==> src/audio_pkg.sv <==
/* Audio mixer shared definitions */

package audio_pkg;

    // Address map, regions matched on address bits 15:8
    localparam logic [15:0] ADDR_BASE  = 16'h6000;
    localparam logic [15:0] REG_COEF   = ADDR_BASE + 16'h0000;
    localparam logic [15:0] REG_RESULT = ADDR_BASE + 16'h0100;
    localparam logic [15:0] REG_STATUS = ADDR_BASE + 16'h0200;
    localparam logic [15:0] REG_RESET  = ADDR_BASE + 16'h0300;
    localparam logic [15:0] REG_INPUT  = ADDR_BASE + 16'h0400;
    localparam logic [15:0] REG_TEST   = ADDR_BASE + 16'h0500;

    // Sizes
    localparam int CHANNELS     = 16;
    localparam int FRAMES       = 32;
    localparam int CODE         = 256;
    localparam int OUT_CHANNELS = 16;
    localparam int TEST_WORDS   = 32;

    localparam int CHAN_W  = $clog2(CHANNELS);
    localparam int FRAME_W = $clog2(FRAMES);
    localparam int CODE_W  = $clog2(CODE);
    localparam int AUDIO_W = $clog2(CHANNELS * FRAMES);

    typedef logic signed [15:0] sample_t;
    typedef logic [31:0]        word_t;
    typedef logic signed [39:0] acc_t;

    typedef enum logic [1:0] {
        op_bad  = 2'd0,
        op_mac  = 2'd1,
        op_save = 2'd2,
        op_halt = 2'd3
    } op_t;

    // Accumulator is scaled down by this much on save
    localparam int GAIN_SHIFT = 14;

    // Instruction fields
    localparam int OP_HI   = 31;
    localparam int OP_LO   = 30;
    localparam int IN_HI   = 27;
    localparam int IN_LO   = 24;
    localparam int OUT_HI  = 19;
    localparam int OUT_LO  = 16;
    localparam int GAIN_HI = 15;
    localparam int GAIN_LO = 0;

endpackage

==> src/mix_datapath.sv <==
/* Multiply-accumulate mixing datapath */

module mix_datapath (
    input  logic                ck,
    input  logic                rst_n,
    input  logic                op_valid,
    input  logic                op_save,
    input  logic                acc_clear,
    input  audio_pkg::sample_t  gain,
    input  audio_pkg::sample_t  sample,
    output audio_pkg::acc_t     acc,
    output audio_pkg::sample_t  out_sample
);

    import audio_pkg::*;

    localparam acc_t SAT_MAX = 40'sd32767;
    localparam acc_t SAT_MIN = -40'sd32768;

    acc_t product;
    acc_t scaled;

    // Both operands signed, so the product is sign extended to 40 bits
    assign product = gain * sample;

    always_ff @(posedge ck) begin
        if (!rst_n || acc_clear) begin
            acc <= '0;
        end else if (op_valid && !op_save) begin
            acc <= acc + product;
        end
    end

    assign scaled = acc >>> GAIN_SHIFT;

    // Clip to the sample range
    always_comb begin
        if (scaled > SAT_MAX) begin
            out_sample = 16'sh7fff;
        end else if (scaled < SAT_MIN) begin
            out_sample = -16'sh8000;
        end else begin
            out_sample = scaled[15:0];
        end
    end

endmodule

==> config.mk <==
export PLATFORM = sky130hd
export DESIGN_NAME = mix_datapath
export DESIGN_NICKNAME = d
export VERILOG_FILES = /design/src/audio_pkg.sv /design/src/mix_datapath.sv
export SDC_FILE = /design/constraint.sdc
export NUM_CORES = 1
export LEC_CHECK = 0
export BUFFER_PORTS_ARGS = -buffer_cell sky130_fd_sc_hd__buf_2
export CAP_MARGIN = 10
export CORE_UTILIZATION = 25
export CTS_CLUSTER_SIZE = 14
export DETAILED_ROUTE_END_ITERATION = 12
export PLACE_DENSITY = 0.47
export SLEW_MARGIN = 5
export SYNTH_ARGS = -nofsm -noshare
export SYNTH_HDL_FRONTEND = slang
export SYNTH_SLANG_ARGS = --single-unit
==> constraint.sdc <==
create_clock -name ck -period 6.8 [get_ports ck]
set_input_delay 0.34 -clock ck [delete_from_list [all_inputs] [get_ports ck]]
set_output_delay 0.34 -clock ck [all_outputs]
set_load 0.03 [all_outputs]
* Yosys cells after proc, flatten, opt, wreduce, memory -nomap -nowiden
Cells that the tools add are included.
** Cells by class
- Add/subtract/negate cells :: 1
- $mul :: 1
- $lt $le $gt $ge :: 2
- Mux-type cells :: 2
- Reductions and logical operators :: 4
** Operators with widths (count)
- $add 40x32->40 :: 1
- $mul 16x16->32 :: 1
- $mux 16 :: 2
- $gt 26x16->1 const B :: 1
- $lt 26x16->1 const B :: 1
- $logic_not 1->1 :: 2
- $logic_and 1x1->1 :: 1
- $logic_or 1x1->1 :: 1
** Word-level totals
- Register bits :: 40
- Output and inout bits :: 56
- Logic and storage cells :: 11

* Depth between registers and ports, before layout
- Depth in word-level cells :: 3
- Gate-level depth with buffers :: 25
- Gate-level depth less buffers :: 23

* Least setup slack after synthesis
No wires, ideal clock.
- Path kind :: input to register
- Start :: input gain[15]
- End :: register acc[37]
- Setup time :: 0.062 ns
- Data arrival time :: 6.338 ns
- Data required time :: 6.738 ns
- Slack :: 0.400 ns
- Stages on the path :: 23
- Path buffers :: 2
- Cell sequence :: clkbuf_1 nand2_1 inv_1 fa_1 fa_1 inv_1 fa_1 inv_1 fa_1 fa_1 inv_1 fa_1 inv_1 ha_1 clkbuf_1 nand4_1 or4_1 a211oi_2 a211o_2 a211o_2 a311oi_4 or4_1 nand3_1
** Between the ends
- Cells in the longest elaborated chain, start to end :: 2
** RTL lines
- start: declaration :: line mix_datapath.sv:9 : input audio_pkg::sample_t gain,
- $mul 16x16->32 :: line mix_datapath.sv:24 : assign product = gain * sample;
- $add 40x32->40 :: line mix_datapath.sv:30 : acc <= acc + product;
- end signal: assignment :: line mix_datapath.sv:30
- end: declaration :: line mix_datapath.sv:11 : output audio_pkg::acc_t acc,
No other way between the ends.
A chain may end at the register's enable or synchronous reset.

* Final worst setup path
- Start :: input sample[4]
- End :: register acc[39]
** Between the ends
- Cells in the longest elaborated chain, start to end :: 2
** RTL lines
- start: declaration :: line mix_datapath.sv:10 : input audio_pkg::sample_t sample,
- $mul 16x16->32 :: line mix_datapath.sv:24
- $add 40x32->40 :: line mix_datapath.sv:30
No other way between the ends.

==> run metrics <==
CP Launch Type=primary input; Ports=93; RD Place Congestion=0.829; max_slew headroom=20.7%; Die W=239 um; worst skew pair latency=0.30 ns; root buf cell=clkbuf_16; R2R Path End=acc[37]; worst r2r path cells=18; total number of H-tree levels=2; number of CTS-inserted buffers=5; most frequent CP cell=fa_1; crit path capture=acc[39]; register-to-register setup slack=1.11 ns; ANT cells=0; max-cap violation count=0; Seq cells post-synth=40; status=complete, no violations; synthesis-to-layout area growth=11.2%; Synth warnings=0; largest net degree at the start of global routing=34; largest cells by area after synthesis=fa_1, inv_1, ha_1; via count=10200; DP HPWL=33000 um; Critical Path End Type=register; worst hold path type=reg -> reg; hold path depth=2; Seq/Total Area, Yosys=5.70%; CORE AREA=0.0553 mm2; CP cell instances=buf_2 > nand2_1 > inv_1 > fa_1 > fa_1 > clkinvlp_4 > fa_1 > inv_1 > fa_1 > fa_1 > inv_1 > fa_1 > inv_1 > ha_1 > o21a_1 > o21ai_0 > nor2_1 > a211o_1 > a211o_2 > a311oi_4 > o211ai_1 > o211a_1; drt wl/cell=15.9 um; Setup-failing EPs final=0; row count=86; Die Y=239 um; first-pass GRT wire length=64000 um; worst path bufs/invs=6; most frequent cells in the layout=inv_1, fa_1, nand2_1; DRT Pass-1 Iters=6; post-DR vias/cell=4.29; fin crit period=6.46 ns; Post-CTS Setup Repair Bufs=0; Initial Util=25.4%; cells after synthesis=1563; most common flop cell mapped by yosys=dfxtp_1; Final Max Tran Viols=0; placed inst area=0.0154 mm2; Buffers on Ports=92; Total GRT Usage=14.3%; CTS tree=yes; Worst-Margin Slew=1.19 ns; clk_skew=0.0135 ns; max incr delay on CP=0.59 ns; Max Root-Sink Buffers=2; Die ar.=0.0572 mm2; initial drt markers=491; delay-heaviest family, CP=adder cells; area leader, netlist=fa_1; grt total ovfl=0; vias in the first global route=11300; # nets final=2114; Mapped Nets=2045; DRC=0; post-route cell area=0.0156 mm2; Routed WL=37900 um; Critical Path RT=6.98 ns; Final ANT Viol Nets=0; RSZ-0062 raised after global routing=true; CTS Sinks=40; crit path max fanout=11; initial antenna violation count=0; crit path DAT=6.64 ns; crit path from=sample[4]; max reg flops=40; Clock transition at path regs=0.07 ns; mapped cell area=0.0141 mm2; largest registers=acc (40); Crit Reg-Reg Startpoint=acc[15]; period utilisation layout=95.0%; layout cell share with drive strength beyond 1=8.82%; post-synthesis cell type count=55; CP max stage cell=fa_1; Post-synth EDFFs=0; Most flops, register=acc; Yosys top cell area share=47.0%; syn_area_per_cell=8.99 um2; Achievable Freq=155 MHz; WP depth=22; FFs w/ async S/R, synth=0%; critical path class=in -> reg; leading cell type in the layout, fill and taps excluded=inv_1; Hold Violations, Final=0
-- timing repair --
| item | CTS | global route |
|---|---|---|
| gates resized for setup | 0 | 3 |
| endpoints found under the setup margin | 0 | 1 |
| hold buffers | 0 | 0 |
-- how the worst min path moves through the flow --
stage,startpoint,endpoint,slack [ns]
after CTS,acc[0],acc[0],0.49
after global placement,acc[0],acc[0],0.46
after floorplan,acc[11],acc[11],0.59
final,acc[0],acc[0],0.48
after global routing,acc[0],acc[0],0.50
after detailed placement,acc[0],acc[0],0.48
-- worst min-delay path, cell delays in order (launching register included) --
cell and delay [ns]:
dfxtp_1 0.32, nand2_1 0.06, a21oi_1 0.06
-- Yosys cell counts, types with 2 or more instances --
library cell	count
a211o_1	6
a211o_2	4
a211oi_1	7
a21boi_0	2
a21o_1	17
a21o_2	2
a21oi_1	49
a221o_1	5
a31oi_1	9
and2_1	121
buf_2	3
buf_4	2
buf_6	3
clkbuf_1	45
dfxtp_1	40
fa_1	330
ha_1	115
inv_1	408
nand2_1	186
nand2b_1	8
nand3_1	14
nand3b_1	2
nand4_1	7
nor2_1	42
nor3_1	7
nor4_1	8
o211ai_1	5
o21a_1	24
o21ai_0	26
o21bai_1	5
o311ai_0	3
o31ai_1	2
or2_2	3
or4_1	4
xnor2_1	20
xor2_1	10
-- cell type report --
class                   instances  area [um2]
fillers                      6009       39700
multi-input cells            1060       11500
inverters                     408        1540
well taps                     748         936
flip-flops and latches         40         801
repair buffers                117         654
clock buffers                   5         125
clock inverters                 3        90.1
-- cells by family after synthesis --
| group | count (synthesis) | share of synthesized area, % |
|---|---|---|
| flops | 40 | 5.70 |
| buf+inv | 463 | 12.6 |
| compound gates | 174 | 8.36 |
| mux | 1 | 0.0712 |
| fa+ha+maj | 445 | 57.2 |
| simple gates | 410 | 14.1 |
| xor+xnor | 30 | 1.87 |
-- metrics by stage --
step	setup WS, ns	hold WS (ns)	cells	utilization, %	TNS, ns
2_1_floorplan	0.400	0.593	1563	-	0
3_3_place_gp	0.107	0.457	2372	27.8	0
3_5_place_dp	0.0778	0.477	2372	27.8	0
4_1_cts	0.354	0.487	2380	28.2	0
5_1_grt	-0.0242	0.505	2381	28.3	-0.0242
6_report	0.338	0.485	2381	28.3	0
-- layer usage --
metal  track usage, %  wire length, um  share of wire [%]  vias up
met1             21.3            19000                 50     5194
li1                 -                -                  -     4804
met5                0                0                  0        -
met2             23.0            17500                 46      194
met3            0.658             1050                2.8       21
met4             2.31              399                1.1        0
Power is left out: the tool's default activity adds up to more than one toggle a clock period on the data nets, which glitch-free logic cannot reach.
