`src/audio_pkg.sv`:
```
/* Audio mixer shared definitions */

package audio_pkg;

    // Address map, regions matched on address bits 15:8
    localparam logic [15:0] ADDR_BASE  = 16'h6000;
    localparam logic [15:0] REG_COEF   = ADDR_BASE + 16'h0000;
    localparam logic [15:0] REG_RESULT = ADDR_BASE + 16'h0100;
    localparam logic [15:0] REG_STATUS = ADDR_BASE + 16'h0200;
    localparam logic [15:0] REG_RESET  = ADDR_BASE + 16'h0300;
    localparam logic [15:0] REG_INPUT  = ADDR_BASE + 16'h0400;
    localparam logic [15:0] REG_TEST   = ADDR_BASE + 16'h0500;

    // Sizes
    localparam int CHANNELS     = 16;
    localparam int FRAMES       = 32;
    localparam int CODE         = 256;
    localparam int OUT_CHANNELS = 16;
    localparam int TEST_WORDS   = 32;

    localparam int CHAN_W  = $clog2(CHANNELS);
    localparam int FRAME_W = $clog2(FRAMES);
    localparam int CODE_W  = $clog2(CODE);
    localparam int AUDIO_W = $clog2(CHANNELS * FRAMES);

    typedef logic signed [15:0] sample_t;
    typedef logic [31:0]        word_t;
    typedef logic signed [39:0] acc_t;

    typedef enum logic [1:0] {
        op_bad  = 2'd0,
        op_mac  = 2'd1,
        op_save = 2'd2,
        op_halt = 2'd3
    } op_t;

    // Accumulator is scaled down by this much on save
    localparam int GAIN_SHIFT = 14;

    // Instruction fields
    localparam int OP_HI   = 31;
    localparam int OP_LO   = 30;
    localparam int IN_HI   = 27;
    localparam int IN_LO   = 24;
    localparam int OUT_HI  = 19;
    localparam int OUT_LO  = 16;
    localparam int GAIN_HI = 15;
    localparam int GAIN_LO = 0;

endpackage

```
`src/sequencer.sv`:
```
/* Mixing program sequencer */

module sequencer (
    input  logic                            ck,
    input  logic                            engine_rst,
    input  logic [audio_pkg::FRAME_W-1:0]   frame,
    output logic [audio_pkg::CODE_W-1:0]    coef_raddr,
    input  audio_pkg::word_t                coef_rdata,
    output logic [audio_pkg::AUDIO_W-1:0]   audio_raddr,
    output logic                            op_valid,
    output logic                            op_save,
    output logic                            acc_clear,
    output audio_pkg::sample_t              gain,
    output logic [audio_pkg::CHAN_W-1:0]    out_addr,
    output logic                            out_we,
    output logic                            busy,
    output logic                            done,
    output logic                            error
);

    import audio_pkg::*;

    typedef enum logic [2:0] {
        st_idle,
        st_fetch,
        st_sample,
        st_execute,
        st_halted
    } state_t;

    state_t            state;
    logic [CODE_W-1:0] pc;
    op_t               op;
    logic              exec;
    logic              last_word;

    // Instruction word stays on the RAM output from sample through execute
    assign op        = op_t'(coef_rdata[OP_HI:OP_LO]);
    assign exec      = (state == st_execute);
    assign last_word = (pc == CODE_W'(CODE - 1));

    assign coef_raddr  = pc;
    assign audio_raddr = {frame, coef_rdata[IN_HI:IN_LO]};
    assign gain        = sample_t'(coef_rdata[GAIN_HI:GAIN_LO]);
    assign out_addr    = coef_rdata[OUT_HI:OUT_LO];

    // Datapath strobes
    assign op_save   = exec && (op == audio_pkg::op_save);
    assign op_valid  = exec && ((op == audio_pkg::op_mac) || (op == audio_pkg::op_save));
    assign out_we    = op_save;
    assign acc_clear = engine_rst || op_save;

    assign busy = (state == st_fetch) || (state == st_sample) || exec;

    always_ff @(posedge ck) begin
        if (engine_rst) begin
            state <= st_idle;
            pc    <= '0;
            done  <= 1'b0;
            error <= 1'b0;
        end else begin
            case (state)
                st_idle:   state <= st_fetch;
                st_fetch:  state <= st_sample;
                st_sample: state <= st_execute;
                st_execute: begin
                    case (op)
                        audio_pkg::op_mac, audio_pkg::op_save: begin
                            if (last_word) begin
                                // Ran off the end of the program
                                error <= 1'b1;
                                done  <= 1'b1;
                                state <= st_halted;
                            end else begin
                                pc    <= pc + 1'b1;
                                state <= st_fetch;
                            end
                        end
                        audio_pkg::op_halt: begin
                            done  <= 1'b1;
                            state <= st_halted;
                        end
                        default: begin
                            error <= 1'b1;
                            done  <= 1'b1;
                            state <= st_halted;
                        end
                    endcase
                end
                st_halted: state <= st_halted;
                default:   state <= st_idle;
            endcase
        end
    end

    assert property (@(posedge ck) disable iff (engine_rst)
        out_we |-> (exec && $past(state) == st_sample));

endmodule

```
`config.mk`:
```
export PLATFORM = sky130hd
export DESIGN_NAME = sequencer
export DESIGN_NICKNAME = d
export VERILOG_FILES = /design/src/audio_pkg.sv /design/src/sequencer.sv
export SDC_FILE = /design/constraint.sdc
export NUM_CORES = 1
export LEC_CHECK = 0
export BUFFER_PORTS_ARGS = -buffer_cell sky130_fd_sc_hd__clkbuf_2
export CAP_MARGIN = 5
export CORE_AREA = 2 2 59 47
export CTS_CLUSTER_SIZE = 10
export DETAILED_ROUTE_END_ITERATION = 8
export DIE_AREA = 0 0 61 49
export GPL_TIMING_DRIVEN = 0
export PLACE_DENSITY = 0.83
export SETUP_SLACK_MARGIN = 0.4
export SLEW_MARGIN = 25
export SYNTH_ARGS = -nofsm -noshare
export SYNTH_HDL_FRONTEND = slang
export SYNTH_SLANG_ARGS = --single-unit
```
`constraint.sdc`:
```
create_clock -name ck -period 3.1 [get_ports ck]
set_input_delay 0.62 -clock ck [delete_from_list [all_inputs] [get_ports ck]]
set_output_delay 0.62 -clock ck [all_outputs]
set_load 0.005 [all_outputs]
```
== Yosys cells after proc, flatten, opt, wreduce, memory -nomap -nowiden ==
Cells that the tools add are included.

* Bits of input ports: 39
* Register bits after elaboration: 13

* Bitwise operators: 2
* Muxes and demuxes: 6
* Add/subtract/negate cells: 1
* Reductions and logical operators: 11
* Equality and inequality tests: 9

{| class="wikitable"
|+ Operator list
! kind !! count
|-
| $pmux 3 s5 || 1
|-
| $add 8x1->8 const B || 1
|-
| $eq 8x8->1 const B || 1
|-
| $eq 3x2->1 const B || 2
|-
| $mux 3 || 2
|-
| $reduce_and 3->1 || 2
|-
| $eq 2x2->1 const B || 2
|-
| $logic_or 1x1->1 || 4
|-
| $eq 3x1->1 const B || 1
|-
| $eq 3x3->1 const B || 1
|-
| $logic_not 3->1 || 1
|-
| $eq 2x1->1 const B || 1
|-
| $logic_and 1x1->1 || 2
|-
| $mux 1 || 2
|-
| $ne 2x2->1 const B || 1
|-
| $not 1->1 || 2
|-
| $pmux 1 s2 || 1
|-
| $reduce_and 2->1 || 1
|-
| $reduce_or 2->1 || 1
|}

== Logic depth before layout (Yosys ltp) ==
* Depth after elaboration: 4
* Mapped depth: 5
* Depth with buffers taken out: 5

== Worst setup path after synthesis ==
OpenSTA, ideal clock, no wires.

* Kind: in2reg
* Start: in coef_rdata[30]
* End: reg pc[0] (netlist: coef_raddr[0])
* Arrival: 1,824 ps
* Cell stages on the path: 5
* Required time: 2,977 ps
* Slack: 1,153 ps
* Path through: inv_1 -> ha_1 -> and4bb_4 -> a21boi_4 -> mux2_1

* Word-level cells in the longest chain between the ends: 3

{| class="wikitable"
|+ RTL lines
! what !! RTL line !! RTL
|-
| start, declared || sequencer.sv:8 || <nowiki>input audio_pkg::word_t coef_rdata,</nowiki>
|-
| $eq 2x2->1 / $eq 2x1->1 (equally long branches) || sequencer.sv:67 || <nowiki>case (op)</nowiki>
|-
| $reduce_or 2->1 * || sequencer.sv:67 ||
|-
| $reduce_and 3->1 (no source line) * || n/a ||
|-
| end signal, assigned || sequencer.sv:75 || <nowiki>pc <= pc + 1'b1;</nowiki>
|-
| end, declared || sequencer.sv:32 || <nowiki>logic [CODE_W-1:0] pc;</nowiki>
|}

Every way passes the cells marked *; elsewhere a longest branch is shown, timed or not.
A chain may end at the register's enable or synchronous reset.

== Worst setup path after layout ==
* Start: in coef_rdata[30]
* End: out op_valid

* Word-level cells in the longest chain between the ends: 3

{| class="wikitable"
|+ RTL lines
! what !! RTL line !! RTL
|-
| $eq 2x1->1 / $eq 2x2->1 (equally long branches) || sequencer.sv:49 || <nowiki>assign op_valid = exec && ((op == audio_pkg::op_mac) || (op == audio_pkg::op_save));</nowiki>
|-
| $logic_or 1x1->1 * || sequencer.sv:49 ||
|-
| $logic_and 1x1->1 * || sequencer.sv:49 ||
|-
| end, declared || sequencer.sv:10 || <nowiki>output logic op_valid,</nowiki>
|}

Marked as above.

==> results.sh <==
export IMPL_antenna_found_initial=0
export IMPL_synth_area_top_cells="dfxtp_1 (28%), buf_4 (24%), ha_1 (4.0%)"
export IMPL_use_met3_pct=5.57
export IMPL_drt_wl_total_um=2070
export IMPL_max_freq_mhz=453
export IMPL_hold_violations=0
export IMPL_yosysSeqAreaShare_pct=27.8
export IMPL_cts_root_buffer="clkbuf_4"
export IMPL_synth_area_leader_cell="dfxtp_1"
export IMPL_p_sw_uw=111
export IMPL_hpwl_um=1730
export IMPL_dr_pass1_iters=4
export IMPL_clkTransAtPathRegs_ps=80
export IMPL_drt_iter0_drc=39
export IMPL_cts_buffers=3
export IMPL_met2_usage_pct=24.9
export IMPL_syn_inst=106
export IMPL_min_period_over_period_pct=71.2
export IMPL_fin_util_pct=50.2
export IMPL_nFillCells=240
export IMPL_grt_pass1_wl_um=3260
export IMPL_num_rows=16
export IMPL_dp_slack_ps=893
export IMPL_grt_busiest_layer="met2"
export IMPL_io_pins=83
export IMPL_worst_slew_pin_transition_ps=418
export IMPL_grt_use_total_pct=14.2
export IMPL_die_w_um=61
export IMPL_ctsResizeCount=0
export IMPL_synth_area_um2=935
export IMPL_clock_path_buffers=2
export IMPL_power_density_mw_per_mm2=323
export IMPL_insertedDiodeCount=0
export IMPL_register_area_um2=260
export IMPL_crit_path_end_kind="primary output"
export IMPL_final_antenna_net_count=0
export IMPL_drv_cap=0
export IMPL_outcome="finished clean"
export IMPL_power_frac_comb_pct=25.3
export IMPL_ys_ff_latch=13
export IMPL_htreeDepth=1
export IMPL_finalMaxSlewViolations=0
export IMPL_multi_input_area_um2=430
export IMPL_internal_power_uw=288
export IMPL_insertion_delay_ps=280
export IMPL_pwr_share_clk_pct=27.4
export IMPL_worst_slack_ps=891
export IMPL_final_nets=199
export IMPL_vias_per_cell=4.82
export IMPL_maxSlewHeadroom_pct=72.1
export IMPL_cts_setup_buffers=0
export IMPL_min_period_ps=2210
export IMPL_critPathKind="in2out"
export IMPL_ys_flop_type="dfxtp_1"
export IMPL_grt_pass1_vias=799
export IMPL_required_ps=2480
export IMPL_syn_nets=148
export IMPL_cts_sinks=13
export IMPL_use_met1_pct=15.6
export IMPL_startpoint_type="input port"
export IMPL_via_count=926
export IMPL_total_leakage_power_uw=0.000602
export IMPL_die_area_mm2=0.00299
export IMPL_hold_class="reg2reg"
export IMPL_core_area_mm2=0.00246
export IMPL_yosysTopAreaCellShare_pct=27.8
export IMPL_grt_start_max_net_pins=11
export IMPL_synth_edf_count=0
export IMPL_synth_avg_cell_area_um2=8.82
export IMPL_io_buffers=46
export IMPL_hold_buffers=0
export IMPL_swShare_pct=27.8
export IMPL_pwr_share_seq_pct=47.3
export IMPL_skew_ps=3.91
export IMPL_routedWlPerCell_um=10.8
export IMPL_cts_tree="built"
export IMPL_gp_congestion=0.811
export IMPL_yosysUniqueCellTypes=36
export IMPL_finalSetupViolations=0
export IMPL_ys_async_sr_fraction_pct=0
export IMPL_syn_to_final_growth_pct=32.3
export IMPL_yosys_warnings=0
export IMPL_drive_gt1_share_pct=55.1
export IMPL_ir_drop_uv=184
export IMPL_path_max_fanout=6
export IMPL_drcViolationCount=0
export IMPL_rsz0062_at_grt="no"
export IMPL_die_h_um=49
export IMPL_tns_ps=0
export IMPL_overflow=0
export IMPL_arrival_ps=1590
export IMPL_start_util_pct=38.0
## final timing paths
path / start / end / slack [ps] / cells past startpoint
hold / removal: error / error / 460 / 2
setup reg to reg: coef_raddr[0] / coef_raddr[5] / 1570 / 4
setup / recovery: coef_rdata[30] / op_valid / 890 / 5
hold reg to reg: error / error / 460 / 2
## layout by cell type (no fill, tap or decap), types with 4 or more instances in the layout
cell type   n
buf_4      30
clkbuf_2   46
dfxtp_1    13
nor2_1      6
nor2b_1     4
## critical path: stages
cell	delay, ps
clkbuf_2	90
inv_1	40
ha_1	320
and4bb_4	390
clkbuf_2	130
## routing by layer
metal  vias up  share of wire [%]
li1        450                  -
met1       420                 40
met2        53                 48
met3         3                 11
met4         0               0.68
met5         -                  0
## power groups by stage
| stage | Sequential, µW | Combinational, µW | Clock (µW) |
|---|---|---|---|
| after floorplan | 190 | 66.4 | 0 |
| after global placement | 191 | 99.7 | 0 |
| after detailed placement | 193 | 102 | 0 |
| after CTS | 188 | 102 | 111 |
| after global routing | 190 | 112 | 120 |
| final | 189 | 101 | 109 |
## sequential cells by signal (all words and copies together) (netlist names)
register    flops
coef_raddr      8
error           1
state           3
done            1
## through the flow
| step | std cells | area [µm²] | power (µW) | hold WS (ps) |
|---|---|---|---|---|
| floorplan | 106 | 935 | 256 | 449 |
| global placement | 188 | 1210 | 291 | 445 |
| detailed placement | 188 | 1210 | 295 | 452 |
| CTS | 192 | 1240 | 401 | 465 |
| global route | 192 | 1240 | 422 | 496 |
| finish | 192 | 1240 | 399 | 457 |
## final cells by class
cell class | instances | area share, %
clock buffers | 4 | 2.13
plain buffers | 32 | 18.8
inverters | 3 | 0.911
flip-flops and latches | 13 | 21.1
well taps | 36 | 3.64
multi-input cells | 58 | 34.8
repair buffers | 46 | 18.6
## cells by family after synthesis
| kind of cell | synth area share, % |
|---|---|
| AO/OA/AOI/OAI | 14.3 |
| XOR/XNOR | 0.937 |
| adder cells (fa/ha/maj) | 4.02 |
| buffers and inverters | 26.1 |
| flip-flops | 27.8 |
| multiplexers | 3.48 |
| AND/OR/NAND/NOR | 23.3 |
## cell usage after synthesis (2+ instances only)
cell,n
buf_4,30
dfxtp_1,13
nor2_1,6
nor2b_1,4
a211oi_1,3
a311oi_1,3
a31oi_1,3
and2_1,3
ha_1,3
inv_1,3
nand2b_1,3
nor3_1,3
a21oi_1,2
clkbuf_1,2
mux2_1,2
nand2_1,2
nand3b_1,2
No activity file was read; power rests on OpenSTA's default activity.
