$ cat src/audio_pkg.sv
/* Audio mixer shared definitions */

package audio_pkg;

    // Address map, regions matched on address bits 15:8
    localparam logic [15:0] ADDR_BASE  = 16'h6000;
    localparam logic [15:0] REG_COEF   = ADDR_BASE + 16'h0000;
    localparam logic [15:0] REG_RESULT = ADDR_BASE + 16'h0100;
    localparam logic [15:0] REG_STATUS = ADDR_BASE + 16'h0200;
    localparam logic [15:0] REG_RESET  = ADDR_BASE + 16'h0300;
    localparam logic [15:0] REG_INPUT  = ADDR_BASE + 16'h0400;
    localparam logic [15:0] REG_TEST   = ADDR_BASE + 16'h0500;

    // Sizes
    localparam int CHANNELS     = 16;
    localparam int FRAMES       = 32;
    localparam int CODE         = 256;
    localparam int OUT_CHANNELS = 16;
    localparam int TEST_WORDS   = 32;

    localparam int CHAN_W  = $clog2(CHANNELS);
    localparam int FRAME_W = $clog2(FRAMES);
    localparam int CODE_W  = $clog2(CODE);
    localparam int AUDIO_W = $clog2(CHANNELS * FRAMES);

    typedef logic signed [15:0] sample_t;
    typedef logic [31:0]        word_t;
    typedef logic signed [39:0] acc_t;

    typedef enum logic [1:0] {
        op_bad  = 2'd0,
        op_mac  = 2'd1,
        op_save = 2'd2,
        op_halt = 2'd3
    } op_t;

    // Accumulator is scaled down by this much on save
    localparam int GAIN_SHIFT = 14;

    // Instruction fields
    localparam int OP_HI   = 31;
    localparam int OP_LO   = 30;
    localparam int IN_HI   = 27;
    localparam int IN_LO   = 24;
    localparam int OUT_HI  = 19;
    localparam int OUT_LO  = 16;
    localparam int GAIN_HI = 15;
    localparam int GAIN_LO = 0;

endpackage

$ cat src/engine_timer.sv
/* Engine reset stretch and run timer */

module engine_timer (
    input  logic              ck,
    input  logic              rst_n,
    input  logic              start_req,
    input  logic              busy,
    output logic              engine_rst,
    output audio_pkg::word_t  run_cycles
);

    logic [1:0] stretch;

    // Counts up to 3 after each request, engine held in reset meanwhile
    always_ff @(posedge ck) begin
        if (!rst_n || start_req) begin
            stretch <= 2'b00;
        end else if (stretch != 2'b11) begin
            stretch <= stretch + 2'b01;
        end
    end

    assign engine_rst = (stretch != 2'b11);

    // Cycles spent running the last program
    always_ff @(posedge ck) begin
        if (!rst_n || engine_rst) begin
            run_cycles <= '0;
        end else if (busy) begin
            run_cycles <= run_cycles + 32'd1;
        end
    end

endmodule

$ cat config.mk
export PLATFORM = sky130hd
export DESIGN_NAME = engine_timer
export DESIGN_NICKNAME = d
export VERILOG_FILES = /design/src/audio_pkg.sv /design/src/engine_timer.sv
export SDC_FILE = /design/constraint.sdc
export NUM_CORES = 1
export LEC_CHECK = 0
export BUFFER_PORTS_ARGS = -buffer_cell sky130_fd_sc_hd__clkbuf_2
export CAP_MARGIN = 15
export CORE_UTILIZATION = 55
export CTS_BUF_LIST = sky130_fd_sc_hd__clkbuf_4 sky130_fd_sc_hd__clkbuf_8
export DETAILED_ROUTE_END_ITERATION = 6
export PLACE_DENSITY = 0.81
export SLEW_MARGIN = 20
export SYNTH_ARGS = -nofsm -noshare
export SYNTH_HDL_FRONTEND = slang
export SYNTH_SLANG_ARGS = --single-unit
$ cat constraint.sdc
create_clock -name ck -period 2.5 [get_ports ck]
set_input_delay 0.125 -clock ck [delete_from_list [all_inputs] [get_ports ck]]
set_output_delay 0.125 -clock ck [all_outputs]
set_load 0.1 [all_outputs]
Yosys cells after proc, flatten, opt, wreduce, memory -nomap -nowiden
Cells that the tools add are included.

Add/subtract/negate cells: 2. $mul: 0. Div/mod/pow operators: 0. Order comparisons: 0. Equal/unequal tests: 1. Shifts and indexed selects: 0. Muxes and demuxes: 0. Bitwise gates (word level): 0. Reduce and logical (&&, ||, !) cells: 3.

Operator list (count): adder 32 x 1 -> 32 bit (second input constant) (1); adder 2 x 1 -> 2 bit (second input constant) (1); logical OR 1 bit (2); inequality test 2 bit (second input constant) (1); zero test 1 bit (1).

Register bits: 34. Latch bits: 0. RAM bits: 0. Bits in read-only memories: 0. Input port bits: 4. Output and inout port bits: 33. Logic and storage cells: 8. Memories: 0.

Longest topological paths before layout
Gate-level depths: netlist of run 1.

Depth in word-level cells: 2. Gate-level depth with buffers: 8.

Least setup slack after synthesis of run 1
Ideal clock, no wire load.

Path type: register -> register. Start: register run_cycles[0]. End: register run_cycles[30]. Arrival time: 2679 ps. Path slack: -300 ps. Stages on the path, launching flop included: 8. Buffers on the path: 2. Cell sequence: dfxtp_1 > ha_1 > nand2_1 > or3_1 > clkbuf_1 > clkbuf_1 > nor3_1 > mux2_2.

Word-level cells in the longest chain between the ends: 1.

Ends and longest elaborated chain: start, declared (RTL line engine_timer.sv:9) `output audio_pkg::word_t run_cycles`; start signal, assigned (RTL line engine_timer.sv:30) `run_cycles <= run_cycles + 32'd1;`; adder 32 x 1 -> 32 bit (RTL line engine_timer.sv:30).

No other way between the ends. A chain may end at the register's enable or synchronous reset.

Worst setup path after layout of run 1
Start: register run_cycles[0]. End: register run_cycles[16].

Same word-level chain as after synthesis.

==> summary.txt, run 1 <==
Yosys
  • Post-synth EDFFs: 0
  • Post-Syn Area: 0.00164 mm2
  • Ys async rst share: 0
  • Cells after Synth: 188
  • Syn Area/Cell: 8.70 um2
  • Syn. warnings: 0
  • Sequential fraction of the synthesis area: 0.416
  • Count of cell types in the netlist: 29
  • Synth Flop Type: dfxtp_1
  • Synth Net Count: 194
  • FF+latch count, synth: 34

CTS
  • Clk pin slew, worst setup/hold paths: 100 ps
  • Cts repair resizes: 0
  • Root Buffer: clkbuf_4
  • Clk buf depth: 2
  • Clock Sinks: 34
  • Total CTS buffers: 5
  • CTS Hold Buffers Added: 0
  • Htree depth: 2
  • Clk_lat worst skew: 330 ps
  • Post-CTS setup buffer count: 0
  • CTS tree: built

Routing
  • # DRC: 0
  • Post-route ant nets: 0
  • Via count: 1523
  • Via density: 6.07
  • Detailed Route WL: 3380 um
  • Drt wl/cell: 13.5 um
  • Drt initial violations: 50
  • Detailed Routing Iterations Pass 1: 4

Timing
  • Max Freq: 473 MHz
  • Final hold violation count: 0
  • Max-slew violation count: 0
  • Fin Setup TNS: 0 ps
  • Final Cycle Share: 0.846
  • Post-route setup slack: 385 ps
  • Max Clock Skew: 8.52 ps
  • Minimum clock period: 2120 ps
  • Slew headroom: 0.639
  • Slew @ Worst Pin: 541 ps
  • Hold WS: 61.1 ps
  • RSZ-0062 raised after global routing: no
  • Final setup viols: 0

Min path
  • Hold crit path type: primary input to flip-flop
  • WHS Path Cells: 3

Run status
  • Status: complete, no violations

Power
  • Leak: 0.643 nW
  • Net Sw Frac: 0.203
  • Power Dens Cells: 494 mW/mm2
  • Power Internal: 0.000740 W
  • Clock network power share: 0.400
  • Worst ir drop on vdd: 0.345 mV
  • Psw: 0.000188 W
  • Gate power share: 0.014
  • Flop pwr share: 0.586

Floorplanning
  • Top Ports: 37
  • FP Rows: 19
  • Die W: 56.5 um
  • Core area: 0.00278 mm2
  • Initial Utilization: 0.588
  • Die area: 0.00320 mm2
  • Chip height: 56.5 um

Worst setup path
  • Critical path's slowest cell: or4_1
  • Crit end category: flip-flop
  • Cell depth of the worst flop-to-flop path: 5
  • Critical path type: flip-flop to flip-flop
  • CP Launch Type: flip-flop
  • Worst stage delay on the critical path: 590 ps
  • CP Data Arrival Time: 2370 ps
  • Worst Path Required: 2760 ps
  • Crit-path cells: ha_1 -> nand2_1 -> or3_1 -> or4_1 -> a21oi_1
  • CP max FO: 17

Global route
  • First-pass GRT wire length: 5750 um
  • Largest net degree at the start of global routing: 19
  • Total track usage: 0.230
  • GRT overflow: 0
  • Vias in the first global route: 1347
  • Initial antenna violation count: 0

Final layout
  • Synth-to-layout area growth: 14.9%
  • # fillers: 227
  • Layout cell share with drive strength beyond 1: 0.300
  • Storage cell area: 698 um2
  • Nets: 225
  • Antenna diode count: 0
  • Area of the multi-input gates: 861 um2

Placed design
  • PortBufs: 36
  • Detailed Place HPWL: 2400 um
  • Dpl ws: 437 ps
  • Global placer's final weighted congestion: 0.801

Job
  • Max_cap viols: 0
routing by layer:
layer,track usage,vias up,share of wire
met5,0,-,0
met3,0.0507,4,0.038
li1,-,759,-
met4,0.105,0,0.011
met2,0.400,39,0.52
met1,0.266,721,0.43
sequential cells by signal, indices dropped and copies added, names as in the netlist:
signal      flops
run_cycles     32
stretch         2
placed cells by master, fill, tap and decap left out, drive strengths merged, types with 2 or more instances in the layout:
master	Yosys	final
ha	2	2
or3	8	8
nand3	7	7
and4	2	2
mux2i	2	2
nand4	10	10
inv	4	4
clkbuf	7	44
o21ai	4	4
mux2	2	2
a21oi	18	18
nand2	13	13
nor3	3	3
dfxtp	34	34
xor2	4	4
or4	14	14
o31ai	14	14
nor2	15	15
and3	3	3
nor4	5	5
xnor2	8	8
power groups by stage:
stage | logic [W] | clock network (W) | registers [W]
after global routing | 0.0000150 | 0.000400 | 0.000544
after global placement | 0.0000122 | 0 | 0.000556
after CTS | 0.0000134 | 0.000378 | 0.000544
after floorplan | 0.0000100 | 0 | 0.000556
after detailed placement | 0.0000133 | 0 | 0.000556
final | 0.0000133 | 0.000372 | 0.000544
Yosys cell counts (3+ instances only):
cell type,count,share of area
xor2_1,4,0.021
nor4_1,5,0.019
nor3_1,3,0.0092
dfxtp_1,34,0.42
nor2_1,15,0.034
or4_1,14,0.064
buf_6,4,0.028
and3_1,3,0.011
xnor2_1,8,0.043
nand4_1,9,0.034
a21oi_1,18,0.055
o31ai_1,14,0.064
clkbuf_1,7,0.016
or3_1,5,0.019
nand3_1,7,0.021
o21ai_0,4,0.012
inv_1,4,0.0092
nand2_1,13,0.030
critical path: cells and delay by family, from the launching register on:
| family | cells | cell delay [ps] |
|---|---|---|
| AO/OA/AOI/OAI | 1 | 180 |
| adder cells (fa/ha/maj) | 1 | 200 |
| AND/OR/NAND/NOR | 3 | 1280 |
| flip-flops | 1 | 390 |
area by class of cell:
| type | instances | area share |
|---|---|---|
| inverters | 4 | 0.00799 |
| flip-flops and latches | 34 | 0.372 |
| clock buffers | 8 | 0.0419 |
| repair buffers | 37 | 0.0999 |
| multi-input cells | 137 | 0.458 |
| well taps | 31 | 0.0206 |
through the flow:
stage	util	instances	cell area [um2]	total power (W)
floorplan	-	188	1650	0.000567
global placement	0.647	243	1800	0.000568
detailed placement	0.647	243	1800	0.000570
CTS	0.676	251	1880	0.000935
global route	0.676	251	1880	0.000959
finish	0.676	251	1880	0.000929
path summary, 6_finish.rpt:
path,start,endpoint,slack [ps]
setup / recovery,run_cycles[0]$_SDFFE_PP0P_,run_cycles[16]$_SDFFE_PP0P_,380
hold / removal,start_req,stretch[0]$_SDFFE_PP0P_,60
setup reg to reg,run_cycles[0]$_SDFFE_PP0P_,run_cycles[16]$_SDFFE_PP0P_,380
hold reg to reg,run_cycles[31]$_SDFFE_PP0P_,run_cycles[31]$_SDFFE_PP0P_,500
logic make-up after synthesis:
| logic type | synth area share |
|---|---|
| mux | 0.0260 |
| buf+inv | 0.0574 |
| fa+ha+maj | 0.0153 |
| compound gates | 0.132 |
| flops | 0.416 |
| simple gates | 0.289 |
| xor+xnor | 0.0643 |
Note: power is estimated with default switching activity, not from simulation.
==> run 2: changes to the inputs <==
Settings changed: CORE_UTILIZATION 55 to 50, PLACE_DENSITY 0.81 to 0.78.
Clock period 2.5 ns to 1.7 ns, I/O delays scaled along.
==> summary.txt, run 2 (synthesis gave the netlist of run 1 again) <==
Routing
  • Met2 WL post-DR: 2140 um (+21%)
  • Drt wl/cell: 14.5 um (+7.6%)
  • Post-route ant nets: 0 (unchanged)
  • Met3 routed WL: 238 um (+86%)
  • Top sig layer: met4
  • Via count: 1677 (+10%)
  • Via density: 5.61 (-7.6%)
  • Detailed Route WL: 4330 um (+28%)
  • Drt initial violations: 69 (+38%)
  • Met1 wire length: 1880 um (+30%)
  • # DRC: 0 (unchanged)
  • Detailed Routing Iterations Pass 1: 4 (unchanged)

Placed design
  • Placed insts: 279 (+15%)
  • PortBufs: 36 (unchanged)
  • Global placer's final weighted congestion: 0.843 (+5.2%)
  • Detailed Place HPWL: 2680 um (+12%)

Power
  • Gate power share: 0.018 (+0.004)
  • Worst ir drop on vdd: 0.521 mV (+51%)
  • Clock network power share: 0.416 (+0.016)
  • Psw: 0.000293 W (+55%)
  • Leak: 0.869 nW (+35%)
  • Flop pwr share: 0.566 (-0.020)
  • Pwr Total: 0.00135 W (+45%)
  • Net Sw Frac: 0.217 (+0.0143)
  • Power Dens Cells: 571 mW/mm2 (+15%)
  • Power Internal: 0.00105 W (+43%)

CTS
  • Clk_lat worst skew: 350 ps (+20 ps)
  • Root Buffer: clkbuf_4
  • Htree depth: 2 (unchanged)
  • CTS tree: built
  • Clk buf depth: 2 (unchanged)
  • Clock Sinks: 34 (unchanged)
  • Total CTS buffers: 5 (unchanged)
  • Clk pin slew, worst setup/hold paths: 120 ps (+20 ps)

Global route
  • Vias in the first global route: 1476 (+9.6%)
  • Largest net degree at the start of global routing: 17 (-2)
  • Initial antenna violation count: 0 (unchanged)
  • First-pass GRT wire length: 6590 um (+15%)
  • GRT overflow: 0 (unchanged)
  • Total track usage: 0.251 (+0.0211)

Timing
  • Slew @ Worst Pin: 546 ps (+5.84 ps)
  • Final hold violation count: 0 (unchanged)
  • Max Clock Skew: 18.7 ps (+10.2 ps)
  • Final Cycle Share: 1.05 (+0.205)
  • Minimum clock period: 1790 ps (-329 ps)
  • RSZ-0062 raised after global routing: yes
  • Max Freq: 560 MHz (+18%)
  • Fin Setup TNS: -540 ps (-540 ps)
  • Post-route setup slack: -86.7 ps (-471 ps)
  • Hold WS: 23.2 ps (-37.8 ps)
  • Slew headroom: 0.637 (-0.00147)
  • Final setup viols: 13 (+13)
  • Max-slew violation count: 0 (unchanged)

Final layout
  • Commonest non-fill, non-tap cell in the layout: clkbuf_2
  • Reg with most FFs: run_cycles
  • Synth-to-layout area growth: 44.5%
  • Most frequent cells in the layout: clkbuf_2, buf_4, dfxtp_4
  • Layout cell share with drive strength beyond 1: 0.518 (+0.218)
  • Nets: 260 (+16%)
  • Storage cell area: 776 um2 (+11%)
  • Fin cells: 299 (+19%)
  • Max FFs per register: 32 (unchanged)
  • Biggest regs: run_cycles (32), stretch (2)
  • Area of the multi-input gates: 967 um2 (+12%)
  • # fillers: 227 (unchanged)
  • Antenna diode count: 0 (unchanged)

Floorplanning
  • Die W: 59.2 um (+4.7%)
  • Die area: 0.00350 mm2 (+9.6%)
  • Initial Utilization: 0.531 (-0.0566)
  • Chip height: 59.2 um (+4.7%)
  • Top Ports: 37 (unchanged)
  • FP Rows: 20 (+1)
  • Core area: 0.00308 mm2 (+11%)

Worst setup path
  • Worst Path Required: 1990 ps (-770 ps)
  • Worst r2r src: run_cycles[1]$_SDFFE_PP0P_
  • Crit end category: flip-flop
  • R2R setup slack: -90 ps (-470 ps)
  • Critical path type: flip-flop to flip-flop
  • CP Data Arrival Time: 2080 ps (-290 ps)
  • CP Launch Point: run_cycles[1]$_SDFFE_PP0P_
  • CP Launch Type: flip-flop
  • CP max FO: 5 (-12)

Min path
  • Hold_sp: rst_n
  • Hold crit path type: primary input to flip-flop

Run status
  • Failing checks: setup timing
  • Status: finished, violations left

Job
  • Max_cap viols: 0 (unchanged)
run 2: area by class of cell:
class | instances | area share
Tap cell | 44 | 0.0233
Multi-Input combinational cell | 137 | 0.409
Clock buffer | 8 | 0.0334
Inverter | 4 | 0.00636
Timing Repair Buffer | 72 | 0.199
Sequential cell | 34 | 0.328
run 2: final timing paths:
kind | cells past startpoint | end
hold / removal | 3 | stretch[1]$_SDFFE_PP0P_
setup reg to reg | 7 | run_cycles[28]$_SDFFE_PP0P_
hold reg to reg | 2 | stretch[1]$_SDFFE_PP0P_
setup / recovery | 7 | run_cycles[28]$_SDFFE_PP0P_
run 2: power by group through the flow:
| stage | Clock, W | Combinational, W | Sequential [W] |
|---|---|---|---|
| floorplan | 0 | 0.0000151 | 0.000782 |
| global placement | 0 | 0.0000203 | 0.000782 |
| detailed placement | 0 | 0.0000215 | 0.000782 |
| CTS | 0.000568 | 0.0000237 | 0.000763 |
| global route | 0.000605 | 0.0000265 | 0.000763 |
| finish | 0.000561 | 0.0000236 | 0.000763 |
run 2: critical path: stages, from the launching register on:
cell	delay, ps
dfxtp_4	380
ha_4	130
nand2_2	50
or3_4	370
buf_6	140
buf_12	120
or4_4	410
a21oi_2	130
run 2: metrics by stage:
step / util / setup WS [ps] / instance area, um2
final: 0.767 / -86.7 / 2360
after global routing: 0.767 / -159 / 2360
after CTS: 0.743 / -93.9 / 2290
after detailed placement: 0.686 / -139 / 2110
after global placement: 0.686 / -26.4 / 2110
after floorplan: - / -273 / 1800
run 2: repair_timing:
| action | in CTS | in global routing |
|---|---|---|
| pin swaps | 2 | 7 |
| endpoints found under the hold margin | 2 | 0 |
| setup buffers | 7 | 3 |
| setup endpoints to repair | 13 | 18 |
| gates resized for setup | 4 | 12 |
| cloned | 1 | 0 |
| hold buffers | 1 | 0 |
run 2: routing by layer:
layer  vias up  global-route usage
li1        827                   -
met3         7              0.0590
met4         0              0.0952
met2        56               0.409
met1       787               0.319
met5         -                   0
