--- src/audio_pkg.sv ---
/* Audio mixer shared definitions */

package audio_pkg;

    // Address map, regions matched on address bits 15:8
    localparam logic [15:0] ADDR_BASE  = 16'h6000;
    localparam logic [15:0] REG_COEF   = ADDR_BASE + 16'h0000;
    localparam logic [15:0] REG_RESULT = ADDR_BASE + 16'h0100;
    localparam logic [15:0] REG_STATUS = ADDR_BASE + 16'h0200;
    localparam logic [15:0] REG_RESET  = ADDR_BASE + 16'h0300;
    localparam logic [15:0] REG_INPUT  = ADDR_BASE + 16'h0400;
    localparam logic [15:0] REG_TEST   = ADDR_BASE + 16'h0500;

    // Sizes
    localparam int CHANNELS     = 16;
    localparam int FRAMES       = 32;
    localparam int CODE         = 256;
    localparam int OUT_CHANNELS = 16;
    localparam int TEST_WORDS   = 32;

    localparam int CHAN_W  = $clog2(CHANNELS);
    localparam int FRAME_W = $clog2(FRAMES);
    localparam int CODE_W  = $clog2(CODE);
    localparam int AUDIO_W = $clog2(CHANNELS * FRAMES);

    typedef logic signed [15:0] sample_t;
    typedef logic [31:0]        word_t;
    typedef logic signed [39:0] acc_t;

    typedef enum logic [1:0] {
        op_bad  = 2'd0,
        op_mac  = 2'd1,
        op_save = 2'd2,
        op_halt = 2'd3
    } op_t;

    // Accumulator is scaled down by this much on save
    localparam int GAIN_SHIFT = 14;

    // Instruction fields
    localparam int OP_HI   = 31;
    localparam int OP_LO   = 30;
    localparam int IN_HI   = 27;
    localparam int IN_LO   = 24;
    localparam int OUT_HI  = 19;
    localparam int OUT_LO  = 16;
    localparam int GAIN_HI = 15;
    localparam int GAIN_LO = 0;

endpackage

--- src/iomem_decode.sv ---
/* Bus region decoder */

module iomem_decode #(
    parameter logic [15:0] REGION = audio_pkg::ADDR_BASE
) (
    input  logic        ck,
    input  logic        rst_n,
    input  logic        valid,
    input  logic [3:0]  wstrb,
    input  logic [15:0] addr,
    output logic        ready,
    output logic        we,
    output logic        re
);

    logic hit;
    logic acked;

    assign hit = valid && (addr[15:8] == REGION[15:8]) && !acked;
    assign we  = hit && (wstrb != 4'h0);
    assign re  = hit && (wstrb == 4'h0);

    always_ff @(posedge ck) begin
        if (!rst_n) begin
            acked <= 1'b0;
            ready <= 1'b0;
        end else begin
            ready <= we || re;
            // Hold off until the host drops valid
            if (!valid) begin
                acked <= 1'b0;
            end else if (hit) begin
                acked <= 1'b1;
            end
        end
    end

    assert property (@(posedge ck) disable iff (!rst_n) !(we && re));

endmodule

--- config.mk ---
export PLATFORM = sky130hd
export DESIGN_NAME = iomem_decode
export DESIGN_NICKNAME = d
export VERILOG_FILES = /design/src/audio_pkg.sv /design/src/iomem_decode.sv
export SDC_FILE = /design/constraint.sdc
export NUM_CORES = 1
export LEC_CHECK = 0
export BUFFER_PORTS_ARGS = -buffer_cell sky130_fd_sc_hd__buf_2
export CAP_MARGIN = 0
export CORE_AREA = 2 2 39 41
export CTS_CLUSTER_DIAMETER = 100
export DETAILED_ROUTE_END_ITERATION = 7
export DIE_AREA = 0 0 41 43
export SYNTH_ARGS = -nofsm -noshare
export SYNTH_HDL_FRONTEND = slang
export SYNTH_SLANG_ARGS = --single-unit
--- constraint.sdc ---
create_clock -name ck -period 0.8 [get_ports ck]
set_clock_uncertainty 0.05 [all_clocks]
set_input_delay 0 -clock ck [delete_from_list [all_inputs] [get_ports ck]]
set_output_delay 0 -clock ck [all_outputs]
set_load 0.02 [all_outputs]
Word-level counts from Yosys, hierarchy flattened
Index checks and enable logic that the tools add are counted.
{ "op_classes": {"reduce_logical": 9, "n_eq_ne": 1} }
{ "op_table": {"columns": ["op", "n"], "rows": [
  ["$eq A8 B7 Y1 const B", 1],
  ["$logic_and A1 B1 Y1", 4],
  ["$logic_not A4 Y1", 1],
  ["$reduce_bool A4 Y1", 1],
  ["$reduce_and A2 Y1", 1],
  ["$logic_not A1 Y1", 1],
  ["$logic_or A1 B1 Y1", 1]
]} }
{ "totals": {"reg_bits": 2} }

Longest topological paths before layout
Gate-level depths: netlist (run 1).
{ "depth": {"word_depth": 5, "mapped_depth": 3, "depth_no_buf": 3} }

Least setup slack after synthesis (run 1)
OpenSTA, ideal clock, no wires.
{ "synth_timing": {"path_kind": "register -> output", "startpoint": "register acked", "endpoint": "output port we", "arrival_time_ps": 740, "path_stages_with_launch": 4, "path_slack_ps": 10, "n_path_buf": 0, "cell_sequence": "dfxtp_1 -> inv_1 -> nand4_1 -> nor2_1"} }
{ "synth_via": {"elab_chain_cells": 3} }
{ "synth_lines": {"columns": ["item", "line", "source"], "rows": [
  ["start, declared", "iomem_decode.sv:17", "logic acked;"],
  ["start signal, assigned", "iomem_decode.sv:25", "acked <= 1'b0;"],
  ["start signal, assigned", "iomem_decode.sv:31", "acked <= 1'b0;"],
  ["start signal, assigned", "iomem_decode.sv:33", "acked <= 1'b1;"],
  ["$logic_not A1 Y1", "iomem_decode.sv:19", "assign hit = valid && (addr[15:8] == REGION[15:8]) && !acked;"],
  ["$logic_and A1 B1 Y1", "iomem_decode.sv:19", null],
  ["$logic_and A1 B1 Y1", "iomem_decode.sv:20", "assign we = hit && (wstrb != 4'h0);"],
  ["end, declared", "iomem_decode.sv:12", "output logic we,"]
]} }
No other way between the ends.

Worst setup path after layout (run 1)
Same ends and word-level chain as after synthesis.

==> results_dict.tcl, run 1 <==
set metrics [dict create \
    floorplan.io_pins 26 \
    grt_busiest_layer "met4" \
    synth.distinct_cells 12 \
    sequentialPowerShare_pct 26.1 \
    setup_viol_count_final 2 \
    post_synth_inst_count 15 \
    detail_route.wirelength_microns 447 \
    rr_endpoint "ready$_SDFF_PN0_" \
    drt_pre_antenna_iters 1 \
    wire_per_inst_microns 7.98 \
    worst_reg2reg_path_length_in_cells 4 \
    die_w_microns 41 \
    yosys_warnings 0 \
    ys_top_cells_by_area "dfxtp_1 29%, nor3_4 12%, nor3b_2 9.2%" \
    holdCritStartpoint "addr[10]" \
    cp_top_family "flip-flops" \
    synth.yosys.seq_area_share_pct 29.4 \
    synthArstFlopShare_pct 0 \
    power.internal_uw 306 \
    whs_path_depth 4 \
    failed_checks "setup timing" \
    placedCellCount 49 \
    synth_edf_count 0 \
    design_area_sq_um 319 \
    run_status "complete, but fails checks" \
    core.rowCount 14 \
    grt_use_met2_pct 9.69 \
    routed_via_density 3.63 \
    tmin_final_ns 0.975 \
    ys.flop_type "dfxtp_1" \
    cp-start-kind "flip-flop" \
    grt_util_met1_pct 3.82 \
    crit_chain "inv_2 > nand4_1 > nor2_1 > buf_4" \
    placed_cell_area_sq_um 249 \
    globalRoute.totalOverflow 0 \
    hold_path_end "acked$_SDFFE_PN0P_" \
    syn-mean-instance-area_sq_um 9.09 \
    worst_slew_margin_rel_pct 83.7 \
    worstMarginPinSlew_ns 0.242 \
    nNetsFinal 65 \
    cts_tree "yes" \
    synth.cells.most_frequent "2 x dfxtp_1, 2 x inv_1, 2 x nor2_1" \
    synth.net_count 38 \
    drive_gt1_share_pct 75.0 \
    die-area_sq_um 1760 \
    netSwitchingFraction_pct 20.5 \
    clkLatencyLatePin_ns 0.22 \
    first_global_vias 206 \
    via_count 203 \
    crit_type "reg -> out" \
    worst_hold_slack_ns 0.0250 \
    antenna_violations_before_repair 0 \
    combPwrFrac_pct 17.5 \
    critical_path.endpoint_type "output pin" \
    worst_hold_path_type "in -> reg" \
    critPathMaxStageDelay_ns 0.31 \
    max_freq_ghz 1.03 \
    global_route_wire_length_before_repair_microns 641 \
    power.static_leakage_nw 0.154 \
    grtUsageTotal_pct 6.01 \
    postLayoutSetupSlackWorst_ns -0.175 \
    number_of_buffers_created_by_cts 3 \
    cp_data_required_time_ns 0.75 \
    max-clock-path-buffers 2 \
    worstPathMaxFanout 2 \
    final_min_period_over_clock_period_pct 122 \
    timing.final.hold_violations 0 \
    path_buf_inv 2 \
    ff2ff_setup_slack_ns 0.02 \
    drt-initial-drc-count 0 \
    clockPowerShare_pct 56.3 \
    gr-usage-met3_pct 1.05 \
    drc 0 \
    slowest_stage "dfxtp_2" \
    origin_of_the_critical_flop_to_flop_path "acked$_SDFFE_PN0P_" \
    clk_transition_reported_paths_ns 0.03 \
    synth_seq_cells 2 \
    synthDominantCellAreaShare_pct 29.4 \
    insertedDiodeCount 0 \
    slew_violations 0 \
    floorplan.initialDensity_pct 9.86 \
    mappedNetlistArea_sq_um 136 \
    layoutNonFillerInstCount 56 \
    grt_max_degree 3 \
    netSwitchingPower_uw 79.1 \
    design_power_total_uw 386 \
    power.density_cell_area_nw_per_um2 1210 \
    grt_setup_unrepaired "yes" \
    area_delta_synth_final_pct 134 \
    io_buffer_count 17 \
    timing.max_cap.violations 0 \
    tritoncts_num_sinks 2 \
    place.gp.congestion 0.494 \
    peakVddDrop_mv 0.173 \
    ant_nets 0 \
    coreArea_sq_um 1380 \
    clockRootBuffer "clkbuf_4" \
    die-height_microns 43 \
    yosysTopAreaCell "dfxtp_1" \
    arrival_ns 0.92 \
    clock_tree.htree_level_count 1 \
    place_ws_ns -0.0852 \
]
sequential cells by signal, summed over array words and instances (netlist names):
signal  flops
acked       1
ready       1
layout make-up:
cell class | instances | area [sq um]
fillers | 169 | 1060
clock buffers | 3 | 22.5
multi-input cells | 11 | 95.1
well taps | 16 | 20.0
flip-flops and latches | 2 | 41.3
repair buffers | 22 | 133
inverters | 2 | 7.51
worst register-to-register path, stage by stage (launching register included):
cell     delay [ns]
dfxtp_2        0.31
inv_2          0.05
nand4_1        0.10
buf_4          0.15
nor2_1         0.06
per-stage QoR:
stage	util, %	TNS [ns]
after CTS	22.1	-0.314
after floorplan	-	0
after global placement	18.0	-0.0491
after global routing	23.1	-0.423
final	23.1	-0.262
after detailed placement	18.0	-0.124
placed cells by master, fill, tap and decap left out:
cell type	n
buf_2	15
inv_2	1
and4b_1	1
buf_4	5
inv_1	1
dlygate4sd3_1	2
dfxtp_2	1
a21oi_1	1
clkbuf_4	3
nor4_2	1
nor3b_2	1
nand4_1	1
nor3_4	1
nor2_4	1
nand2_1	1
dfxtp_1	1
nor2_1	2
nand3_2	1
timing repair:
| item | CTS | global route |
|---|---|---|
| pin swaps | 1 | 1 |
| hold buffers | 2 | 0 |
| gates resized for setup | 4 | 1 |
| setup buffers | 1 | 1 |
| setup endpoints to repair | 2 | 3 |
| hold endpoints to repair | 2 | 0 |
how the worst max path moves through the flow:
stage / depth (start not counted) / start / slack (ns) / endpoint
2_1_floorplan: 3 / acked$_SDFFE_PN0P_ / 0.01 / we
3_3_place_gp: 4 / wstrb[1] / -0.04 / re
3_5_place_dp: 4 / wstrb[1] / -0.09 / re
4_1_cts: 4 / acked$_SDFFE_PN0P_ / -0.19 / we
5_1_grt: 4 / acked$_SDFFE_PN0P_ / -0.25 / we
6_report: 4 / acked$_SDFFE_PN0P_ / -0.17 / we
logic make-up after synthesis:
group | after synthesis | synth area share (%)
AND/OR/NAND/NOR | 10 | 61.5
flip-flops | 2 | 29.4
buffers and inverters | 2 | 5.51
AO/OA/AOI/OAI | 1 | 3.67
per-layer routing:
metal / share of wire (%) / vias up
met1: 29 / 89
met3: 14 / 0
met4: 0 / 0
met2: 57 / 11
li1: - / 103
met5: 0 / -
power groups by stage:
stage	combinational, mW	sequential, mW	clock [mW]
3_5_place_dp	0.0575	0.102	0
2_1_floorplan	0.0135	0.102	0
5_1_grt	0.0745	0.101	0.234
4_1_cts	0.0655	0.101	0.235
3_3_place_gp	0.0568	0.102	0
6_report	0.0676	0.101	0.217
Note: power is estimated with default switching activity, not from simulation.
==> run 2: changes to the inputs <==
Clock period 0.8 ns to 1.05 ns, I/O delays scaled along.
==> run 2 against run 1 <==
The run now ends clean. Via count is 5.9% lower. First-iteration DRC count unchanged. Sequential share of layout area rose by 1.4 points. Worst setup slack gained 0.24 ns. Hold slack about the same. Total power shrank 24%. Critical endpoint unchanged. Highest routed layer unchanged.
==> results_dict.tcl, run 2 (synthesis results as in run 1) <==
set metrics [dict create \
    run_status "finished, final reports clean" \
    place_ws_ns 0.174 \
    final_min_period_over_clock_period_pct 94.0 \
    grt_max_degree 3 \
    power.static_leakage_nw 0.139 \
    worstMarginPinSlew_ns 0.306 \
    setup_viol_count_final 0 \
    drc 0 \
    mostFrequentLayoutCells "16 x buf_2, 3 x clkbuf_4, 2 x nor2_1, 2 x dlygate4sd3_1" \
    antenna_violations_before_repair 0 \
    drt-initial-drc-count 0 \
    max_freq_ghz 1.01 \
    detail_route.wirelength_microns 395 \
    floorplan.io_pins 26 \
    via_count 191 \
    cts_tree "yes" \
    worstPathMaxFanout 2 \
    routed_via_density 3.60 \
    number_of_buffers_created_by_cts 3 \
    clock_tree.htree_level_count 1 \
    layout_commonest_cell "buf_2" \
    first_global_vias 199 \
    peakVddDrop_mv 0.140 \
    critical_path.endpoint_type "output pin" \
    cts_setup_buffers 0 \
    grt_setup_unrepaired "yes" \
    nNetsFinal 62 \
    tmin_final_ns 0.987 \
    timing.max_cap.violations 0 \
    worst_reg2reg_path_length_in_cells 3 \
    cp_data_required_time_ns 1.00 \
    clk_transition_reported_paths_ns 0.03 \
    insertedDiodeCount 0 \
    layoutNonFillerInstCount 53 \
    design_power_total_uw 291 \
    drt_pre_antenna_iters 1 \
    die_w_microns 41 \
    global_route_wire_length_before_repair_microns 572 \
    core.rowCount 14 \
    die-area_sq_um 1760 \
    worst_hold_path_type "in -> reg" \
    tritoncts_num_sinks 2 \
    place.gp.congestion 0.498 \
    wire_per_inst_microns 7.45 \
    io_buffer_count 17 \
    crit_type "reg -> out" \
    slew_violations 0 \
    worst_slew_margin_rel_pct 79.4 \
    placedCellCount 48 \
    floorplan.initialDensity_pct 9.86 \
    reg.largest.list "acked: 1 flops, ready: 1 flops" \
    clkLatencyLatePin_ns 0.22 \
    area_delta_synth_final_pct 111 \
    coreArea_sq_um 1380 \
    globalRoute.totalOverflow 0 \
    whs_path_depth 4 \
    ant_nets 0 \
    arrival_ns 0.94 \
    timing.final.hold_violations 0 \
    clockRootBuffer "clkbuf_4" \
    die-height_microns 43 \
    postLayoutSetupSlackWorst_ns 0.0626 \
    cp-start-kind "flip-flop" \
    placed_cell_area_sq_um 241 \
    drive_gt1_share_pct 70.3 \
    power.density_cell_area_nw_per_um2 1010 \
    grtUsageTotal_pct 5.21 \
    design_area_sq_um 288 \
    max-clock-path-buffers 2 \
]
run 2: per-stage QoR:
stage	setup TNS [ns]	utilization, %	hold slack (ns)
after floorplan	0	-	0.0622
after global placement	0	17.5	0.184
after detailed placement	0	17.5	0.186
after CTS	0	20.5	0.0270
after global routing	-0.00347	20.8	0.0483
final	0	20.8	0.0248
run 2: critical path: stages (launching register included):
cell,delay (ns)
dfxtp_2,0.31
inv_2,0.05
nand4_1,0.10
nor2_1,0.12
buf_4,0.14
run 2: path summary, 6_finish.rpt:
kind / start / to / slack (ns)
setup / recovery: acked$_SDFFE_PN0P_ / we / 0.06
hold / removal: addr[10] / acked$_SDFFE_PN0P_ / 0.02
setup reg to reg: acked$_SDFFE_PN0P_ / ready$_SDFF_PN0_ / 0.39
hold reg to reg: acked$_SDFFE_PN0P_ / acked$_SDFFE_PN0P_ / 0.40
run 2: power by group:
part           switching (mW)  internal [mW]  total, mW
Sequential          0.0000332         0.0766     0.0767
Combinational          0.0182         0.0293     0.0475
Clock                  0.0410          0.126      0.167
run 2: cell type report:
type / count / area (sq um)
flip-flops and latches: 2 / 41.3
well taps: 16 / 20.0
clock buffers: 3 / 22.5
repair buffers: 19 / 108
multi-input cells: 11 / 88.8
inverters: 2 / 7.51
fillers: 163 / 1100
run 2: what timing repair did:
item                                    in CTS  in global routing
endpoints found under the setup margin       0                  1
hold buffers                                 2                  0
resized for setup                            0                  3
endpoints found under the hold margin        2                  0
run 2: per-layer routing:
| metal | wire length, microns | up-vias | global-route usage, % |
|---|---|---|---|
| li1 | - | 98 | - |
| met1 | 101 | 82 | 2.55 |
| met2 | 214 | 11 | 9.38 |
| met3 | 79 | 0 | 1.05 |
| met4 | 0 | 0 | 8.00 |
| met5 | 0 | - | 0 |
==> run 3: changes to the inputs <==
==> constraint.sdc (replaced) <==
create_clock -name ck -period 1.05 [get_ports ck]
set_clock_uncertainty 0.05 [all_clocks]
set_input_delay 0.2625 -clock ck [delete_from_list [all_inputs] [get_ports ck]]
set_output_delay 0.2625 -clock ck [all_outputs]
set_load 0.02 [all_outputs]
==> run 3 against run 2 <==
Via count shrank 3.7%. First-iteration DRC count is the same. Critical path type is now in -> out. Non-clock buffer count shrank 1. Critical path depth grew 1. Routed wire length shrank 1.0%. Cell count shrank 1.9%. Sequential power is essentially flat. Hold slack gained 0.20 ns. Clock-buffer cell count is the same. Highest routed layer unchanged. The run now ends with setup timing left. Final area grew 9.6%. Clock power is essentially flat. Register-to-register slack lost 0.07 ns.
==> results_dict.tcl, run 3 (synthesis results as in run 1) <==
set metrics [dict create \
    multiInputGateArea_sq_um 113 \
    slew_violations 0 \
    peakVddDrop_mv 0.174 \
    final_min_period_over_clock_period_pct 129 \
    grt_max_degree 3 \
    worst_hold_path_type "in -> reg" \
    layout_commonest_cell "buf_2" \
    via_count 184 \
    sequentialPowerShare_pct 25.6 \
    number_of_buffers_created_by_cts 3 \
    floorplan.initialDensity_pct 9.86 \
    power.static_leakage_nw 0.140 \
    run_status "complete, but fails checks" \
    place_ws_ns -0.347 \
    arrival_ns 1.05 \
    clock_tree.htree_level_count 1 \
    clockPowerShare_pct 56.7 \
    drc 0 \
    failed_checks "setup timing" \
    clockRootBuffer "clkbuf_4" \
    timing.final.hold_violations 0 \
    cts_tree "yes" \
    layoutNonFillerInstCount 52 \
    worst_slew_margin_rel_pct 83.7 \
    max-clock-path-buffers 2 \
    placed_cell_area_sq_um 273 \
    reg.largest.list "acked: 1 flops, ready: 1 flops" \
    max_freq_ghz 0.736 \
    die_w_microns 41 \
    routed_via_density 3.54 \
    first_global_vias 194 \
    cp_data_required_time_ns 0.74 \
    netSwitchingPower_uw 66.0 \
    ff_latch_area_sq_um 41.3 \
    placedCellCount 49 \
    detail_route.wirelength_microns 391 \
    floorplan.io_pins 26 \
    drive_gt1_share_pct 80.6 \
    nNetsFinal 61 \
    global_route_wire_length_before_repair_microns 669 \
    cts_setup_buffers 0 \
    timing.max_cap.violations 0 \
    critical_path.endpoint_type "output pin" \
    core.rowCount 14 \
    crit_type "in -> out" \
    netSwitchingFraction_pct 22.0 \
    tmin_final_ns 1.36 \
    antenna_violations_before_repair 0 \
    tritoncts_num_sinks 2 \
    clkLatencyLatePin_ns 0.22 \
    coreArea_sq_um 1380 \
    insertedDiodeCount 0 \
    detailed_place_hpwl_microns 336 \
    die-area_sq_um 1760 \
    grt_setup_unrepaired "yes" \
    n_fill_cell 151 \
    worstPathMaxFanout 2 \
    cp-start-kind "input port" \
    power.density_cell_area_nw_per_um2 950 \
    ant_nets 0 \
    grtUsageTotal_pct 6.41 \
    place.gp.congestion 0.587 \
    io_buffer_count 17 \
    drt-initial-drc-count 0 \
    wire_per_inst_microns 7.52 \
    mostFrequentLayoutCells "14 x buf_2, 3 x clkbuf_4, 3 x buf_6" \
    power.internal_uw 234 \
    clk_transition_reported_paths_ns 0.03 \
    globalRoute.totalOverflow 0 \
    postLayoutSetupSlackWorst_ns -0.308 \
    die-height_microns 43 \
    area_delta_synth_final_pct 131 \
    combPwrFrac_pct 17.7 \
    setup_viol_count_final 2 \
    drt_pre_antenna_iters 1 \
    design_power_total_uw 300 \
    finalCoreUtilization_pct 22.8 \
    worstMarginPinSlew_ns 0.243 \
    design_area_sq_um 315 \
]
run 3: layout make-up:
class,instances,share of cell area [%]
multi-input cells,11,35.7
repair buffers,18,35.3
flip-flops and latches,2,13.1
clock buffers,3,7.14
well taps,16,6.35
inverters,2,2.38
run 3: critical path, stage by stage:
cell     delay (ns)
buf_6          0.09
and4b_1        0.27
nand3_2        0.10
nor3b_4        0.19
buf_6          0.14
run 3: power groups by stage:
stage | Sequential (mW) | Combinational, mW | Clock, mW
6_report | 0.0767 | 0.0530 | 0.170
5_1_grt | 0.0766 | 0.0589 | 0.189
4_1_cts | 0.0766 | 0.0538 | 0.185
3_5_place_dp | 0.0777 | 0.0513 | 0
3_3_place_gp | 0.0777 | 0.0504 | 0
2_1_floorplan | 0.0777 | 0.0124 | 0
run 3: what timing repair did:
item / in CTS / in global routing
hold buffers: 0 / 0
resized for setup: 7 / 0
pin swaps: 2 / 0
endpoints found under the setup margin: 2 / 2
run 3: worst paths after layout:
kind                           start                  to  slack, ns  cells past startpoint
setup / recovery            addr[15]                  re      -0.31                      5
hold / removal                 rst_n    ready$_SDFF_PN0_       0.22                      3
setup reg to reg  acked$_SDFFE_PN0P_    ready$_SDFF_PN0_       0.32                      3
hold reg to reg   acked$_SDFFE_PN0P_  acked$_SDFFE_PN0P_       0.42                      2
run 3: stage by stage:
stage	hold WS (ns)	TNS, ns
3_3_place_gp	0.441	-0.636
5_1_grt	0.242	-0.721
3_5_place_dp	0.452	-0.646
2_1_floorplan	0.325	-0.280
4_1_cts	0.214	-0.605
6_report	0.220	-0.594
run 3: metal layers:
layer	wire length (microns)	GRT usage, %
met4	0	8.00
met3	44	4.19
met5	0	0
met2	208	8.13
met1	138	5.75
